### src/verilog/ahb_port_pkg.sv
// shared AHB types for the slave port; address and data are fixed at 32 bits and split or retry are not supported
package ahb_port_pkg;

   //////////////////////////////
   // bus widths
   //////////////////////////////

   // byte address
   typedef logic [31:0] haddr_t;
   // read or write data word
   typedef logic [31:0] hdata_t;
   // transfer type
   typedef logic [1:0]  htrans_t;
   // transfer size
   typedef logic [2:0]  hsize_t;
   // burst type
   typedef logic [2:0]  hburst_t;
   // slave response
   typedef logic [1:0]  hresp_t;

   //////////////////////////////
   // encodings
   //////////////////////////////

   // bit 0 set means the transfer continues a burst
   localparam htrans_t HTRANS_IDLE   = 2'b00;
   localparam htrans_t HTRANS_BUSY   = 2'b01;
   localparam htrans_t HTRANS_NONSEQ = 2'b10;
   localparam htrans_t HTRANS_SEQ    = 2'b11;

   localparam hresp_t  HRESP_OKAY    = 2'b00;

   //////////////////////////////
   // grouped signals
   //////////////////////////////

   // address-phase control of one master, or the one sent to the slave
   typedef struct packed {
      haddr_t  haddr;
      htrans_t htrans;
      hsize_t  hsize;
      hburst_t hburst;
      logic    hwrite;
   } ahb_ctrl_t;

   // what one master gets back
   typedef struct packed {
      logic    hready;
      hresp_t  hresp;
      hdata_t  hrdata;
   } ahb_resp_t;

   // per-master path through the port
   typedef enum logic [1:0] {
      PATH_IDLE = 2'd0,
      PATH_WAIT = 2'd1,
      PATH_DATA = 2'd2
   } path_state_t;

endpackage

### src/verilog/port_arbiter.sv
// grant is combinational from req and only one master is granted; the pointer moves only when hready is high
`timescale 1ns/100ps

module port_arbiter #(
   parameter int NB_MASTER_PORT = 2,
   parameter int PRIO_WIDTH     = 1
) (
   input  logic                      hclk,
   input  logic                      resetn,
   input  logic                      round_robin,
   input  logic [PRIO_WIDTH-1:0]     priority_level [NB_MASTER_PORT],
   input  logic [NB_MASTER_PORT-1:0] req,
   input  ahb_port_pkg::ahb_ctrl_t   mx_ctrl        [NB_MASTER_PORT],
   input  logic                      hready,
   output logic [NB_MASTER_PORT-1:0] grant
);

   // index of the last owner, fits in the priority width
   logic [PRIO_WIDTH-1:0] last_idx;
   logic [PRIO_WIDTH-1:0] win_idx;
   logic                  win_vld;

   //////////////////////////////
   // winner selection
   //////////////////////////////
   always_comb begin
      int                    idx;
      logic [PRIO_WIDTH-1:0] best_lvl;
      win_idx  = last_idx;
      win_vld  = 1'b0;
      best_lvl = '0;
      idx      = 0;
      if (req[last_idx] && mx_ctrl[last_idx].htrans[0]) begin
         // SEQ or BUSY from the owner keeps the burst together
         win_vld = 1'b1;
      end else if (round_robin) begin
         // scan upward from the owner with wrap
         for (int k = 1; k <= NB_MASTER_PORT; k++) begin
            idx = (int'(last_idx) + k) % NB_MASTER_PORT;
            if (!win_vld && req[idx]) begin
               win_vld = 1'b1;
               win_idx = PRIO_WIDTH'(idx);
            end
         end
      end else begin
         // strictly greater so a tie stays with the lower index
         for (int k = 0; k < NB_MASTER_PORT; k++) begin
            if (req[k] && (!win_vld || priority_level[k] > best_lvl)) begin
               win_vld  = 1'b1;
               best_lvl = priority_level[k];
               win_idx  = PRIO_WIDTH'(k);
            end
         end
      end
      grant = '0;
      if (win_vld) begin
         grant[win_idx] = 1'b1;
      end
   end

   // owner pointer
   // the first round-robin scan after reset starts at master 0
   always_ff @(posedge hclk or negedge resetn) begin
      if (!resetn) begin
         last_idx <= PRIO_WIDTH'(NB_MASTER_PORT - 1);
      end else if (hready && win_vld) begin
         last_idx <= win_idx;
      end
   end

endmodule

### src/verilog/master_path_fsm.sv
// one instance per master; assumes the master holds its transfer while its hready_in is low
`timescale 1ns/100ps

module master_path_fsm #(
   parameter int NB_SLAVE_PORT = 2
) (
   input  logic                     hclk,
   input  logic                     resetn,
   // live inputs of this master
   input  logic [NB_SLAVE_PORT-1:0] hsel,
   input  ahb_port_pkg::htrans_t    htrans,
   input  logic                     hready_in,
   // from the arbiter and the slave
   input  logic                     grant,
   input  logic                     hready,
   // to the arbiter
   output logic                     req,
   // to the control mux
   output logic                     reg_ctrl,
   output logic                     ctrl_sel,
   output logic                     ctrl_from_reg,
   // to the response router
   output logic                     data_sel,
   output logic                     resp_idle
);

   ahb_port_pkg::path_state_t state;
   ahb_port_pkg::path_state_t state_nxt;
   logic                      live;

   // any slave of this port hit, a real transfer, and the master's own bus free
   assign live = (|hsel) && (htrans != ahb_port_pkg::HTRANS_IDLE) && hready_in;

   //////////////////////////////
   // state register
   //////////////////////////////
   always_ff @(posedge hclk or negedge resetn) begin
      if (!resetn) begin
         state <= ahb_port_pkg::PATH_IDLE;
      end else begin
         state <= state_nxt;
      end
   end

   //////////////////////////////
   // next state and path controls
   //////////////////////////////
   always_comb begin
      state_nxt     = state;
      req           = 1'b0;
      reg_ctrl      = 1'b0;
      ctrl_sel      = 1'b0;
      ctrl_from_reg = 1'b0;
      case (state)
         ahb_port_pkg::PATH_IDLE,
         ahb_port_pkg::PATH_DATA: begin
            req = live;
            // a data phase only ends with the slave ready
            // idle may still capture during a wait state
            if (state == ahb_port_pkg::PATH_IDLE || hready) begin
               if (live && grant && hready) begin
                  // straight through on the live control
                  ctrl_sel  = 1'b1;
                  state_nxt = ahb_port_pkg::PATH_DATA;
               end else if (live) begin
                  // refused, keep a copy and stall the master
                  reg_ctrl  = 1'b1;
                  state_nxt = ahb_port_pkg::PATH_WAIT;
               end else begin
                  state_nxt = ahb_port_pkg::PATH_IDLE;
               end
            end
         end
         ahb_port_pkg::PATH_WAIT: begin
            // master sees hready low here so live stays quiet
            req = 1'b1;
            if (grant && hready) begin
               ctrl_sel      = 1'b1;
               ctrl_from_reg = 1'b1;
               state_nxt     = ahb_port_pkg::PATH_DATA;
            end
         end
         default: begin
            state_nxt = ahb_port_pkg::PATH_IDLE;
         end
      endcase
   end

   // response side
   assign data_sel  = (state == ahb_port_pkg::PATH_DATA);
   assign resp_idle = (state == ahb_port_pkg::PATH_IDLE);

endmodule

### src/verilog/ctrl_hold_mux.sv
// ctrl_sel must be one-hot or zero; with no owner the slave sees an IDLE transfer and no select
`timescale 1ns/100ps

module ctrl_hold_mux #(
   parameter int NB_MASTER_PORT = 2,
   parameter int NB_SLAVE_PORT  = 2
) (
   input  logic                      hclk,
   input  logic                      resetn,
   // from the path FSMs
   input  logic [NB_MASTER_PORT-1:0] reg_ctrl,
   input  logic [NB_MASTER_PORT-1:0] ctrl_sel,
   input  logic [NB_MASTER_PORT-1:0] ctrl_from_reg,
   // live master control
   input  logic [NB_SLAVE_PORT-1:0]  mx_hsel [NB_MASTER_PORT],
   input  ahb_port_pkg::ahb_ctrl_t   mx_ctrl [NB_MASTER_PORT],
   // toward the slave
   output logic [NB_SLAVE_PORT-1:0]  hsel,
   output ahb_port_pkg::ahb_ctrl_t   slv_ctrl
);

   // held copies of a waiting master's address phase
   logic [NB_SLAVE_PORT-1:0] hsel_d [NB_MASTER_PORT];
   ahb_port_pkg::ahb_ctrl_t  ctrl_d [NB_MASTER_PORT];

   //////////////////////////////
   // capture
   //////////////////////////////
   always_ff @(posedge hclk or negedge resetn) begin
      if (!resetn) begin
         for (int i = 0; i < NB_MASTER_PORT; i++) begin
            hsel_d[i] <= '0;
            ctrl_d[i] <= '0;
         end
      end else begin
         for (int i = 0; i < NB_MASTER_PORT; i++) begin
            // loaded on the edge the request is refused
            if (reg_ctrl[i]) begin
               hsel_d[i] <= mx_hsel[i];
               ctrl_d[i] <= mx_ctrl[i];
            end
         end
      end
   end

   //////////////////////////////
   // address phase to the slave
   //////////////////////////////
   always_comb begin
      hsel            = '0;
      slv_ctrl        = '0;
      slv_ctrl.htrans = ahb_port_pkg::HTRANS_IDLE;
      for (int i = 0; i < NB_MASTER_PORT; i++) begin
         if (ctrl_sel[i]) begin
            // replay of held control
            if (ctrl_from_reg[i]) begin
               hsel     = hsel_d[i];
               slv_ctrl = ctrl_d[i];
            end else begin
               hsel     = mx_hsel[i];
               slv_ctrl = mx_ctrl[i];
            end
         end
      end
   end

endmodule

### src/verilog/resp_route.sv
// data_sel must be one-hot or zero; masters outside their data phase get OKAY and zero data
`timescale 1ns/100ps

module resp_route #(
   parameter int NB_MASTER_PORT = 2
) (
   input  logic [NB_MASTER_PORT-1:0] data_sel,
   input  logic [NB_MASTER_PORT-1:0] resp_idle,
   input  ahb_port_pkg::hdata_t      mx_hwdata [NB_MASTER_PORT],
   // slave response
   input  logic                      hready,
   input  ahb_port_pkg::hresp_t      hresp,
   input  ahb_port_pkg::hdata_t      hrdata,
   // write data to the slave
   output ahb_port_pkg::hdata_t      hwdata,
   // per-master response
   output ahb_port_pkg::ahb_resp_t   mx_resp [NB_MASTER_PORT]
);

   //////////////////////////////
   // steering
   //////////////////////////////
   always_comb begin
      hwdata = '0;
      for (int i = 0; i < NB_MASTER_PORT; i++) begin
         if (data_sel[i]) begin
            // write data follows the data-phase owner
            hwdata            = mx_hwdata[i];
            // slave response passes straight through
            mx_resp[i].hready = hready;
            mx_resp[i].hresp  = hresp;
            mx_resp[i].hrdata = hrdata;
         end else begin
            // idle masters see ready, waiting masters are stalled
            mx_resp[i].hready = resp_idle[i];
            mx_resp[i].hresp  = ahb_port_pkg::HRESP_OKAY;
            mx_resp[i].hrdata = '0;
         end
      end
   end

endmodule

### src/verilog/ahb_slave_port.sv
// one slave-side port of an AHB matrix; each mx_hready_in must be the AND of every hready that master sees
`timescale 1ns/100ps

module ahb_slave_port #(
   parameter int NB_MASTER_PORT = 2,
   parameter int NB_SLAVE_PORT  = 2,
   // enough bits to rank every master
   localparam int PRIO_WIDTH = (NB_MASTER_PORT > 1) ? $clog2(NB_MASTER_PORT) : 1
) (
   input  logic                     hclk,
   input  logic                     resetn,
   // arbitration mode and ranking
   input  logic                     round_robin,
   input  logic [PRIO_WIDTH-1:0]    priority_level [NB_MASTER_PORT],
   // master side
   input  logic [NB_SLAVE_PORT-1:0] mx_hsel       [NB_MASTER_PORT],
   input  ahb_port_pkg::ahb_ctrl_t  mx_ctrl       [NB_MASTER_PORT],
   input  ahb_port_pkg::hdata_t     mx_hwdata     [NB_MASTER_PORT],
   input  logic                     mx_hready_in  [NB_MASTER_PORT],
   output ahb_port_pkg::ahb_resp_t  mx_resp       [NB_MASTER_PORT],
   // slave side
   output logic [NB_SLAVE_PORT-1:0] hsel,
   output ahb_port_pkg::ahb_ctrl_t  slv_ctrl,
   output ahb_port_pkg::hdata_t     hwdata,
   input  logic                     hready,
   input  ahb_port_pkg::hresp_t     hresp,
   input  ahb_port_pkg::hdata_t     hrdata
);

   // per-master path controls, one bit per master
   logic [NB_MASTER_PORT-1:0] req;
   logic [NB_MASTER_PORT-1:0] grant;
   logic [NB_MASTER_PORT-1:0] reg_ctrl;
   logic [NB_MASTER_PORT-1:0] ctrl_sel;
   logic [NB_MASTER_PORT-1:0] ctrl_from_reg;
   logic [NB_MASTER_PORT-1:0] data_sel;
   logic [NB_MASTER_PORT-1:0] resp_idle;

   //////////////////////////////
   // arbitration
   //////////////////////////////
   port_arbiter #(
      .NB_MASTER_PORT (NB_MASTER_PORT),
      .PRIO_WIDTH     (PRIO_WIDTH)
   ) u_arbiter (
      .hclk           (hclk),
      .resetn         (resetn),
      .round_robin    (round_robin),
      .priority_level (priority_level),
      .req            (req),
      .mx_ctrl        (mx_ctrl),
      .hready         (hready),
      .grant          (grant)
   );

   // one path FSM per master
   for (genvar i = 0; i < NB_MASTER_PORT; i++) begin : g_path
      master_path_fsm #(
         .NB_SLAVE_PORT (NB_SLAVE_PORT)
      ) u_path (
         .hclk          (hclk),
         .resetn        (resetn),
         .hsel          (mx_hsel[i]),
         .htrans        (mx_ctrl[i].htrans),
         .hready_in     (mx_hready_in[i]),
         .grant         (grant[i]),
         .hready        (hready),
         .req           (req[i]),
         .reg_ctrl      (reg_ctrl[i]),
         .ctrl_sel      (ctrl_sel[i]),
         .ctrl_from_reg (ctrl_from_reg[i]),
         .data_sel      (data_sel[i]),
         .resp_idle     (resp_idle[i])
      );
   end

   //////////////////////////////
   // address and data paths
   //////////////////////////////
   ctrl_hold_mux #(
      .NB_MASTER_PORT (NB_MASTER_PORT),
      .NB_SLAVE_PORT  (NB_SLAVE_PORT)
   ) u_ctrl_mux (
      .hclk           (hclk),
      .resetn         (resetn),
      .reg_ctrl       (reg_ctrl),
      .ctrl_sel       (ctrl_sel),
      .ctrl_from_reg  (ctrl_from_reg),
      .mx_hsel        (mx_hsel),
      .mx_ctrl        (mx_ctrl),
      .hsel           (hsel),
      .slv_ctrl       (slv_ctrl)
   );

   resp_route #(
      .NB_MASTER_PORT (NB_MASTER_PORT)
   ) u_resp_route (
      .data_sel       (data_sel),
      .resp_idle      (resp_idle),
      .mx_hwdata      (mx_hwdata),
      .hready         (hready),
      .hresp          (hresp),
      .hrdata         (hrdata),
      .hwdata         (hwdata),
      .mx_resp        (mx_resp)
   );

endmodule

### config.mk
export PLATFORM = sky130hd
export DESIGN_NAME = ahb_slave_port
export DESIGN_NICKNAME = d
export VERILOG_FILES = /design/src/verilog/ahb_port_pkg.sv /design/src/verilog/port_arbiter.sv /design/src/verilog/master_path_fsm.sv /design/src/verilog/ctrl_hold_mux.sv /design/src/verilog/resp_route.sv /design/src/verilog/ahb_slave_port.sv
export SDC_FILE = /design/constraint.sdc
export NUM_CORES = 1
export LEC_CHECK = 0
export BUFFER_PORTS_ARGS = -buffer_cell sky130_fd_sc_hd__buf_4
export CAP_MARGIN = 10
export CORE_AREA = 2 2 132 134
export DETAILED_ROUTE_END_ITERATION = 10
export DIE_AREA = 0 0 134 136
export PLACE_DENSITY_LB_ADDON = 0.25
export SYNTH_ARGS = -nofsm -noshare
export SYNTH_HDL_FRONTEND = slang
export SYNTH_HIERARCHICAL = 1
export SYNTH_SLANG_ARGS = --single-unit
### constraint.sdc
create_clock -name hclk -period 2.65 [get_ports hclk]
set_input_delay 0.3975 -clock hclk [delete_from_list [all_inputs] [get_ports hclk]]
set_output_delay 0.3975 -clock hclk [all_outputs]
set_load 0.1 [all_outputs]
Word level (Yosys, flattened, before mapping)
Index checks and enable logic that the tools add are counted.
{"block": "totals", "memories": 0, "latchBits": 0, "output_inout_bits": 145, "mem_bits_rw": 0, "mem_bits_ro": 0, "in_bits": 192, "elab_cells": 140, "reg_bits": 91}
{"block": "op_classes", "n_eq_ne": 8, "n_reduce_logical": 30, "multipliers": 0, "magnitude_cmp": 7, "div": 0, "bitwise_logic": 3, "shifts": 0, "n_addsub": 2, "muxes": 75}
{"cell": "$mux W41", "count": 4}
{"cell": "$mux W35", "count": 2}
{"cell": "$mux W32", "count": 2}
{"cell": "$mux W1", "count": 46}
{"cell": "$mux W8", "count": 3}
{"cell": "$mux W2", "count": 11}
{"cell": "$logic_and A1 B1 Y1", "count": 15}
{"cell": "$ne A2 B1 Y1 const B", "count": 4}
{"cell": "$pmux W1 S2", "count": 4}
{"cell": "$pmux W2 S2", "count": 2}
{"cell": "$reduce_or A2 Y1", "count": 4}
{"cell": "$lt A2 B3 Y1 const B", "count": 2}
{"cell": "$eq A2 B1 Y1 const B", "count": 2}
{"cell": "$eq A2 B2 Y1 const B", "count": 2}
{"cell": "$logic_not A2 Y1", "count": 2}
{"cell": "$lt A1 B2 Y1 const B", "count": 2}
{"cell": "$reduce_and A2 Y1", "count": 2}
{"cell": "$reduce_bool A2 Y1", "count": 2}
{"cell": "$logic_or A1 B1 Y1", "count": 3}
{"cell": "$add A1 B1 Y1 const B", "count": 2}
{"cell": "$and A1 B1 Y1 const A", "count": 2}
{"cell": "$ge A2 B2 Y1 const B", "count": 1}
{"cell": "$logic_not A1 Y1", "count": 2}
{"cell": "$not A1 Y2", "count": 1}
{"cell": "3 further kinds", "count": 3}

Longest topological paths before layout
Gate-level depths: netlist (run 1).
{"block": "logic_depth", "word_depth": 27, "ltp_mapped": 12, "mapped_depth_nobuf": 10}

Modules after synthesis
The synthesis (run 1) kept the hierarchy.
{"mod": "ctrl_hold_mux", "area_per_inst_um2": 4619.4, "instances": 1, "seq_area_each_um2": 2152.1, "cells_per_inst": 332}
{"mod": "resp_route", "area_per_inst_um2": 837.1, "instances": 1, "seq_area_each_um2": 0.0, "cells_per_inst": 119}
{"mod": "master_path_fsm", "area_per_inst_um2": 147.6, "instances": 2, "seq_area_each_um2": 50.0, "cells_per_inst": 19}
{"mod": "port_arbiter", "area_per_inst_um2": 137.6, "instances": 1, "seq_area_each_um2": 26.3, "cells_per_inst": 17}

Least setup slack after synthesis (run 1)
No wires, ideal clock.
{"block": "synth_timing", "path_type": "input -> output", "start": "in mx_hsel[3] (netlist name)", "end": "out slv_ctrl[10] (netlist name)", "path_stages": 11, "path_buffers": 2, "t_required_ns": 2.253, "t_arrival_ns": 3.386, "path_slack_ns": -1.134, "cell_sequence": "o221ai_2 -> o21a_2 -> inv_1 -> nand2_1 -> o311ai_0 -> nand2_1 -> nor2_1 -> nand2b_4 -> buf_6 -> buf_2 -> o22ai_1"}
{"element": "start, declared", "line_no": "ahb_slave_port.sv:16", "source": "input logic [NB_SLAVE_PORT-1:0] mx_hsel [NB_MASTER_PORT],"}
{"element": "end, declared", "line_no": "ahb_slave_port.sv:23", "source": "output ahb_port_pkg::ahb_ctrl_t slv_ctrl,"}

==> results of run 1 <==
power breakdown:
| group | total (mW) | internal [mW] | switching (mW) |
|---|---|---|---|
| logic | 10.7 | 3.73 | 6.93 |
| clock network | 1.31 | 0.782 | 0.532 |
| registers | 2.63 | 2.11 | 0.517 |
| total | 14.6 | 6.62 | 7.98 |
metal layers:
layer,GRT usage [%],vias up,share of wire (%)
li1,-,2610,-
met1,30.8,2789,39
met2,44.2,197,51
met3,6.94,30,7.2
met4,8.51,2,2.7
met5,0,-,0.037
synthesized netlist by cell type (2+ instances only):
master,instances
a21oi_1,3
a221oi_1,2
a22o_1,31
and2_1,68
buf_12,4
buf_2,5
buf_4,4
buf_6,16
buf_8,4
clkbuf_1,10
dfrtp_1,90
inv_1,7
inv_2,2
mux2_2,81
mux2_4,8
mux2i_1,86
nand2_1,7
nand2b_1,4
nor2_1,10
o21a_2,2
o21ai_0,3
o221ai_2,2
o22ai_1,43
o32ai_1,2
sequential cells by signal, summed over array words and instances (netlist names):
register and flops:
g_path.u_path/state 4, u_arbiter/last_idx 1, u_ctrl_mux/ctrl_d 82, u_ctrl_mux/hsel_d 4
worst paths after layout:
kind	start	slack, ns	end	cells past startpoint
min in group hclk	mx_ctrl[4]	0.30	u_ctrl_mux/ctrl_d[4]	2
setup / recovery	g_path[0].u_path/state[0]	-0.36	slv_ctrl[30]	12
setup reg to reg	g_path[0].u_path/state[0]	0.16	u_ctrl_mux/ctrl_d[19]	10
hold / removal	resetn	0.07	u_ctrl_mux/ctrl_d[57]	1
hold reg to reg	u_ctrl_mux/ctrl_d[68]	0.51	u_ctrl_mux/ctrl_d[68]	1
max in group asynchronous	resetn	1.79	u_arbiter/last_idx	2
logic make-up (layout without fill, tap and decap cells):
group | after synthesis | count (layout) | share of synthesized area, %
flip-flops | 91 | 91 | 38.7
buffers and inverters | 53 | 423 | 7.65
multiplexers | 175 | 175 | 32.1
AND/OR/NAND/NOR | 94 | 95 | 9.56
other | 0 | 5 | 0
AO/OA/AOI/OAI | 93 | 93 | 12.0
through the flow:
| step | instances | worst slack (ns) | power (mW) | area [um^2] |
|---|---|---|---|---|
| final | 1107 | -0.359 | 14.6 | 10600 |
| after global routing | 1104 | -0.461 | 15.1 | 10500 |
| after CTS | 1097 | -0.374 | 14.4 | 10300 |
| after detailed placement | 1064 | -0.340 | 12.0 | 9190 |
| after global placement | 1064 | -0.243 | 11.8 | 9190 |
| after floorplan | 506 | -0.402 | 9.96 | 6340 |
repair_timing:
item                       4_1_cts  5_1_grt
pin swaps                        9        5
setup buffers                   11        5
setup endpoints to repair       47       61
cloned                           6        1
gates resized for setup        136       28
worst reg2reg max path: cells and delay by family, from the launching register on:
kind                   cells  cell delay (ns)
AOI/OAI and AO/OA          3             0.70
buffers and inverters      3             0.44
DFF                        1             0.47
muxes                      1             0.43
and+or+nand+nor            3             0.34
final cells by class:
cell class | instances | area, um^2 | area share [%]
diodes | 5 | 12.5 | 0.119
clock buffers | 12 | 256 | 2.43
flip-flops and latches | 91 | 2280 | 21.6
well taps | 225 | 282 | 2.67
clock inverters | 4 | 48.8 | 0.462
repair buffers | 397 | 3620 | 34.3
inverters | 10 | 41.3 | 0.391
multi-input cells | 363 | 4020 | 38.0
layout by cell type (no fill, tap or decap), types with 3 or more instances in the layout:
cell type / Yosys / routed
clkinv_2: 0 / 3
buf_4: 4 / 331
nand2b_1: 4 / 3
a22o_1: 31 / 31
buf_8: 4 / 13
dfrtp_1: 90 / 89
o22ai_4: 0 / 15
nor2_1: 10 / 3
clkbuf_16: 0 / 10
mux2i_1: 86 / 41
a21oi_1: 3 / 3
nor2_4: 0 / 5
nand2_1: 7 / 4
mux2i_4: 0 / 22
mux2_4: 8 / 8
buf_12: 4 / 30
buf_6: 16 / 18
and2_1: 68 / 68
mux2_2: 81 / 81
o22ai_2: 0 / 28
diode_2: 0 / 5
inv_1: 7 / 6
mux2i_2: 0 / 23
buf_16: 0 / 4
==> flow_summary.yaml, run 1 <==
run_status:
  status: "finished with violations"
  violations: "setup timing"
yosys:
  synthTopCellsByArea: "dfrtp_1 38%, mux2_2 15%, mux2i_1 15%"
  synth_edf_count: 0
  syn-cell-area_um2: 5890
  synthFlopType: "dfrtp_1"
  yosys.area.top_type: "dfrtp_1"
  synth_seq_cells: 91
  synthCells: 506
  yosysSeqAreaShare_pct: 38.7
  syn_nets: 698
  avgSynthCellArea_um2: 11.6
  yosysTopAreaCellShare_pct: 38.2
  yosysWarnings: 6
  ys_types: 36
  ys_async_sr_fraction_pct: 100
sta:
  maxSlewViolCount: 0
  setup_viol: 43
  worst_pin_slew_ns: 0.609
  min_period_ns: 3.01
  rsz0062_at_grt: "yes"
  finClkSkew_ns: 0.00588
  slew_headroom_pct: 59.4
  fin_ws_ns: -0.359
  holdWs_ns: 0.0685
  finalSetupTns_ns: -13.59
  max_freq_mhz: 332
  finalCritPeriodShare_pct: 114
  hold_viol: 0
layout:
  area_growth_pct: 79.2
  final_core_util_pct: 62.5
  final_layout_size_suffix_gt1_share_pct: 70.2
  nFillCells: 1364
  nets: 1064
drt:
  vias_per_cell: 5.08
  routed_wl_mm: 24.4
  drc: 0
  wl_per_cell_um: 22.1
  drtAntennaViolNets: 0
  drt_iter0_drc: 203
  drt-pass1-iter-count: 4
  vias: 5628
place:
  hpwl_mm: 17.9
  portBuffers: 336
  place_congestion: 0.891
floorplan:
  ios: 337
  core-area_um2: 16900
  fp.dieH_um: 136
  die_x_um: 134
  rows: 48
  start_util_pct: 34.9
  die_area_um2: 18200
setup_path:
  critPathMaxStageDelay_ns: 0.47
  cp_num_buf_inv: 5
  critPathTopFamily: "buffers and inverters"
  path_cells: "o21a_4 > inv_4 > nand2_4 > o311ai_4 > nand2_2 > nor2_4 > buf_6 > buf_12 > buf_12 > mux2i_4 > o22ai_2 > buf_8"
  path_common_cell: "buf_12"
  end_kind: "primary output"
  worstSetupStartpointType: "register"
  cpMaxStageDelayCell: "dfrtp_2"
  arrival_ns: 2.61
  cp_max_fo: 7
  cp.required_ns: 2.25
  crit_type: "reg2out"
cts:
  h-tree-depth: 3
  cts_buffer_depth: 2
  numCtsBuffers: 9
  clock_latency_ns: 0.33
  cts_hold_buf: 0
  cts.sinks: 91
  cts_tree: "done"
  cts-root-buf: "clkbuf_16"
  path_clk_slew_ns: 0.06
grt:
  antenna_found_initial: 5
  grt_overflow: 0
  grt_max_degree: 68
  grt_pass1_vias: 5960
  grt_pass1_wl_mm: 34.8
  grt_usage_pct: 25.5
min_path:
  hp-class: "in2async"
power:
  p_leak_nw: 4.62
  peakVddDrop_v: 0.000920
  powerDensity_nw_per_um2: 1380
run:
  maxCapViolations: 0
Note: power is estimated with default switching activity, not from simulation.
==> run 2, diff against run 1 <==
--- a/config.mk
+++ b/config.mk
@@ -5,8 +5,9 @@
 export SDC_FILE = /design/constraint.sdc
 export NUM_CORES = 1
 export LEC_CHECK = 0
+export ABC_AREA = 1
 export BUFFER_PORTS_ARGS = -buffer_cell sky130_fd_sc_hd__buf_4
-export CAP_MARGIN = 10
+export CAP_MARGIN = 40
 export CORE_AREA = 2 2 132 134
 export DETAILED_ROUTE_END_ITERATION = 10
 export DIE_AREA = 0 0 134 136
==> constraint.sdc (replaced) <==
create_clock -name hclk -period 2.4 [get_ports hclk]
set_input_delay 0.36 -clock hclk [delete_from_list [all_inputs] [get_ports hclk]]
set_output_delay 0.36 -clock hclk [all_outputs]
set_load 0.1 [all_outputs]
==> run 2 against run 1 <==
Effect of this change: the flow still finishes with violations (setup timing); sequential share of layout area shrank 3.0 points; hold slack lost 0.011 ns; synthesized area grew 14%; critical path depth grew 5; final cell count grew 57%; total power grew 16%; setup slack lost 0.24 ns; first-iteration DRC count grew to 3.4 times the previous value; critical endpoint is now slv_ctrl[5]; largest power group unchanged.
==> flow_summary.yaml, run 2 <==
yosys:
  synth_top_family_by_area: "simple AND/OR/NAND/NOR gates"
  synthSimpleGateAreaFrac_pct: 37.2
  yosysWarnings: 6
  muxShareOfSynthArea_pct: 0
  synthCells: 1126
  synth_edf_count: 0
  synthTopCellsByCount: "453 x nand2_1, 261 x inv_1, 125 x nand3_1"
  syn_nets: 1318
  synthTopCellsByArea: "dfrtp_1 33%, nand2_1 25%, inv_1 15%"
  yosysSeqAreaShare_pct: 33.8
  synth_seq_cells: 91
  synth_compound_area_share_pct: 7.32
  yosys.area.top_type: "dfrtp_1"
  ys_async_sr_fraction_pct: 100
  syn-cell-area_um2: 6730
  ys_types: 21
  synthFlopType: "dfrtp_1"
  synth_xor_area_share_pct: 0
  synthAdderAreaFrac_pct: 0
  yosysTopAreaCellShare_pct: 33.5
  synth.most_common_cell: "nand2_1"
  avgSynthCellArea_um2: 5.98
place:
  preCtsSetupSlack_ns: -0.455
  place_inst: 1665
  place_congestion: 0.889
  hpwl_mm: 18.9
  postPlaceCellArea_um2: 9950
  portBuffers: 336
floorplan:
  start_util_pct: 39.9
  ios: 337
  die_x_um: 134
  rows: 48
  die_area_um2: 18200
  core-area_um2: 16900
  fp.dieH_um: 136
setup_path:
  crit_type: "reg2out"
  worstSetupStartpointType: "register"
  rrSetupSlack_ns: -0.52
  timing.rr.start: "g_path[1].u_path/state[0]"
  cp.required_ns: 2.04
  r2r_cells: 19
  arrival_ns: 2.64
  cp_max_fo: 7
  rr_endpoint: "u_ctrl_mux/ctrl_d[7]"
  end_kind: "primary output"
cts:
  cts.sinks: 91
  cts_buffer_depth: 2
  h-tree-depth: 3
  cts_hold_buf: 0
  path_clk_slew_ns: 0.07
  clock_latency_ns: 0.34
  numCtsBuffers: 9
  cts-root-buf: "clkbuf_16"
  cts_tree: "done"
drt:
  drtAntennaViolNets: 0
  wl_per_cell_um: 18.2
  vias_per_cell: 5.00
  drt_iter0_drc: 688
  drt-pass1-iter-count: 5
  drc: 0
  routed_wl_mm: 31.6
  vias: 8673
layout:
  finalInstanceArea_um2: 12300
  regMostFlops: "u_ctrl_mux/ctrl_d"
  layout_commonest_cell: "nand2_1"
  nets: 1693
  area_growth_pct: 82.4
  multi_input_area_um2: 3960
  largest_register_ffs: 82
  final_layout_size_suffix_gt1_share_pct: 41.3
  nFillCells: 1229
  reg_top3: "u_ctrl_mux/ctrl_d x82, g_path.u_path/state x4, u_ctrl_mux/hsel_d x4"
  seq_area_um2: 2280
  layout_common_cells: "378 x nand2_1, 316 x buf_4, 256 x inv_1"
  final_cells: 1734
sta:
  rsz0062_at_grt: "yes"
  min_period_ns: 3.00
  fin_ws_ns: -0.601
  finalCritPeriodShare_pct: 125
  hold_viol: 0
  slew_headroom_pct: 53.0
  maxSlewViolCount: 0
  max_freq_mhz: 333
  finClkSkew_ns: 0.0113
  worst_pin_slew_ns: 0.705
  setup_viol: 87
  holdWs_ns: 0.0576
run:
  maxCapViolations: 0
power:
  powerDensity_nw_per_um2: 1380
  p_comb_share_pct: 76.3
  p_leak_nw: 6.84
  seq_power_share_pct: 15.0
  clock_power_share_pct: 8.7
  p_int_mw: 7.01
  peakVddDrop_v: 0.000978
  total_power_mw: 16.9
  netSwitchingFraction_pct: 58.5
  power_switching_mw: 9.88
grt:
  grt_pass1_wl_mm: 41.3
  antenna_found_initial: 4
  grt_max_degree: 87
  grt.busiest_layer: "met2"
  use_met3_pct: 8.69
  use_met1_pct: 32.3
  grt_usage_pct: 28.8
  met2_usage_pct: 50.3
  grt_overflow: 0
  grt_pass1_vias: 7861
run_status:
  violations: "setup timing"
  status: "finished with violations"
min_path:
  hp-class: "in2async"
[run 2: cell count changes after synthesis, moves of 5 or more]
cell     previous run  this run
nand2_2             0         9
nand3_1             0       125
o21ai_0             3        88
nand2_1             7       453
inv_1               7       261
buf_2               5        22
mux2_4              8         0
o22ai_1            43         0
buf_4               4        24
nor2_1             10        15
mux2_2             81         0
a22o_1             31         0
and2_1             68         0
mux2i_1            86         0
[run 2: cell type report]
class                      instances  area share (%)
antenna                            3          0.0612
clock buffer                      11            1.98
clock inverter                     5           0.489
inverter                         267            8.42
multi-input combinational        704            32.2
sequential                        91            18.6
tap                              225            2.29
timing repair buffer             428            36.0
[run 2: metrics by stage]
step / setup TNS, ns / util [%]
floorplan: -1.44 / -
global placement: -15.99 / 58.9
detailed placement: -17.13 / 58.9
CTS: -32.68 / 68.1
global route: -52.19 / 72.7
finish: -43.82 / 72.7
[run 2: power by group through the flow]
stage	combinational [mW]	sequential (mW)	clock, mW
2_1_floorplan	8.21	2.46	0
3_3_place_gp	10.4	2.49	0
3_5_place_dp	10.4	2.53	0
4_1_cts	11.9	2.50	1.48
5_1_grt	13.4	2.58	1.55
6_report	12.9	2.53	1.47
[run 2: worst max-delay path by stage]
| stage | from | slack (ns) | endpoint | cells past startpoint |
|---|---|---|---|---|
| finish | g_path[1].u_path/state[0] | -0.60 | slv_ctrl[5] | 17 |
| global route | g_path[1].u_path/state[0] | -0.71 | slv_ctrl[5] | 17 |
| CTS | g_path[1].u_path/state[0] | -0.50 | slv_ctrl[3] | 16 |
| detailed placement | mx_hready_in[0] | -0.46 | slv_ctrl[11] | 17 |
| global placement | mx_hready_in[0] | -0.41 | slv_ctrl[11] | 17 |
| floorplan | g_path[1].u_path/state[0] | -0.04 | slv_ctrl[10] | 17 |
[run 2: cell families after synthesis]
family / after synthesis
flops: 91
buf+inv: 331
simple gates: 609
compound gates: 95
[run 2: per-layer routing]
metal / vias up / share of wire (%)
met3: 115 / 9.6
met2: 463 / 50
met5: - / 0
li1: 4053 / -
met1: 4042 / 35
met4: 0 / 5.3
[run 2: timing repair]
action / 4_1_cts / 5_1_grt
pin swaps: 11 / 12
setup buffers: 29 / 4
gates resized for setup: 255 / 95
cloned: 4 / 20
endpoints found under the setup margin: 52 / 171
[run 2: worst max-delay path, stage by stage (launching register included)]
cell and delay, ns:
dfrtp_2 0.44, nor2_2 0.11, nand3_2 0.11, nand2_4 0.10, nand2_4 0.06, nor2_4 0.10, nand2_2 0.07, a21oi_2 0.14
nand2_2 0.10, inv_4 0.09, nand3_4 0.14, inv_8 0.14, inv_8 0.08, clkbuf_16 0.17, nand2_1 0.09, nand3_2 0.10
nand2_4 0.08, buf_12 0.17
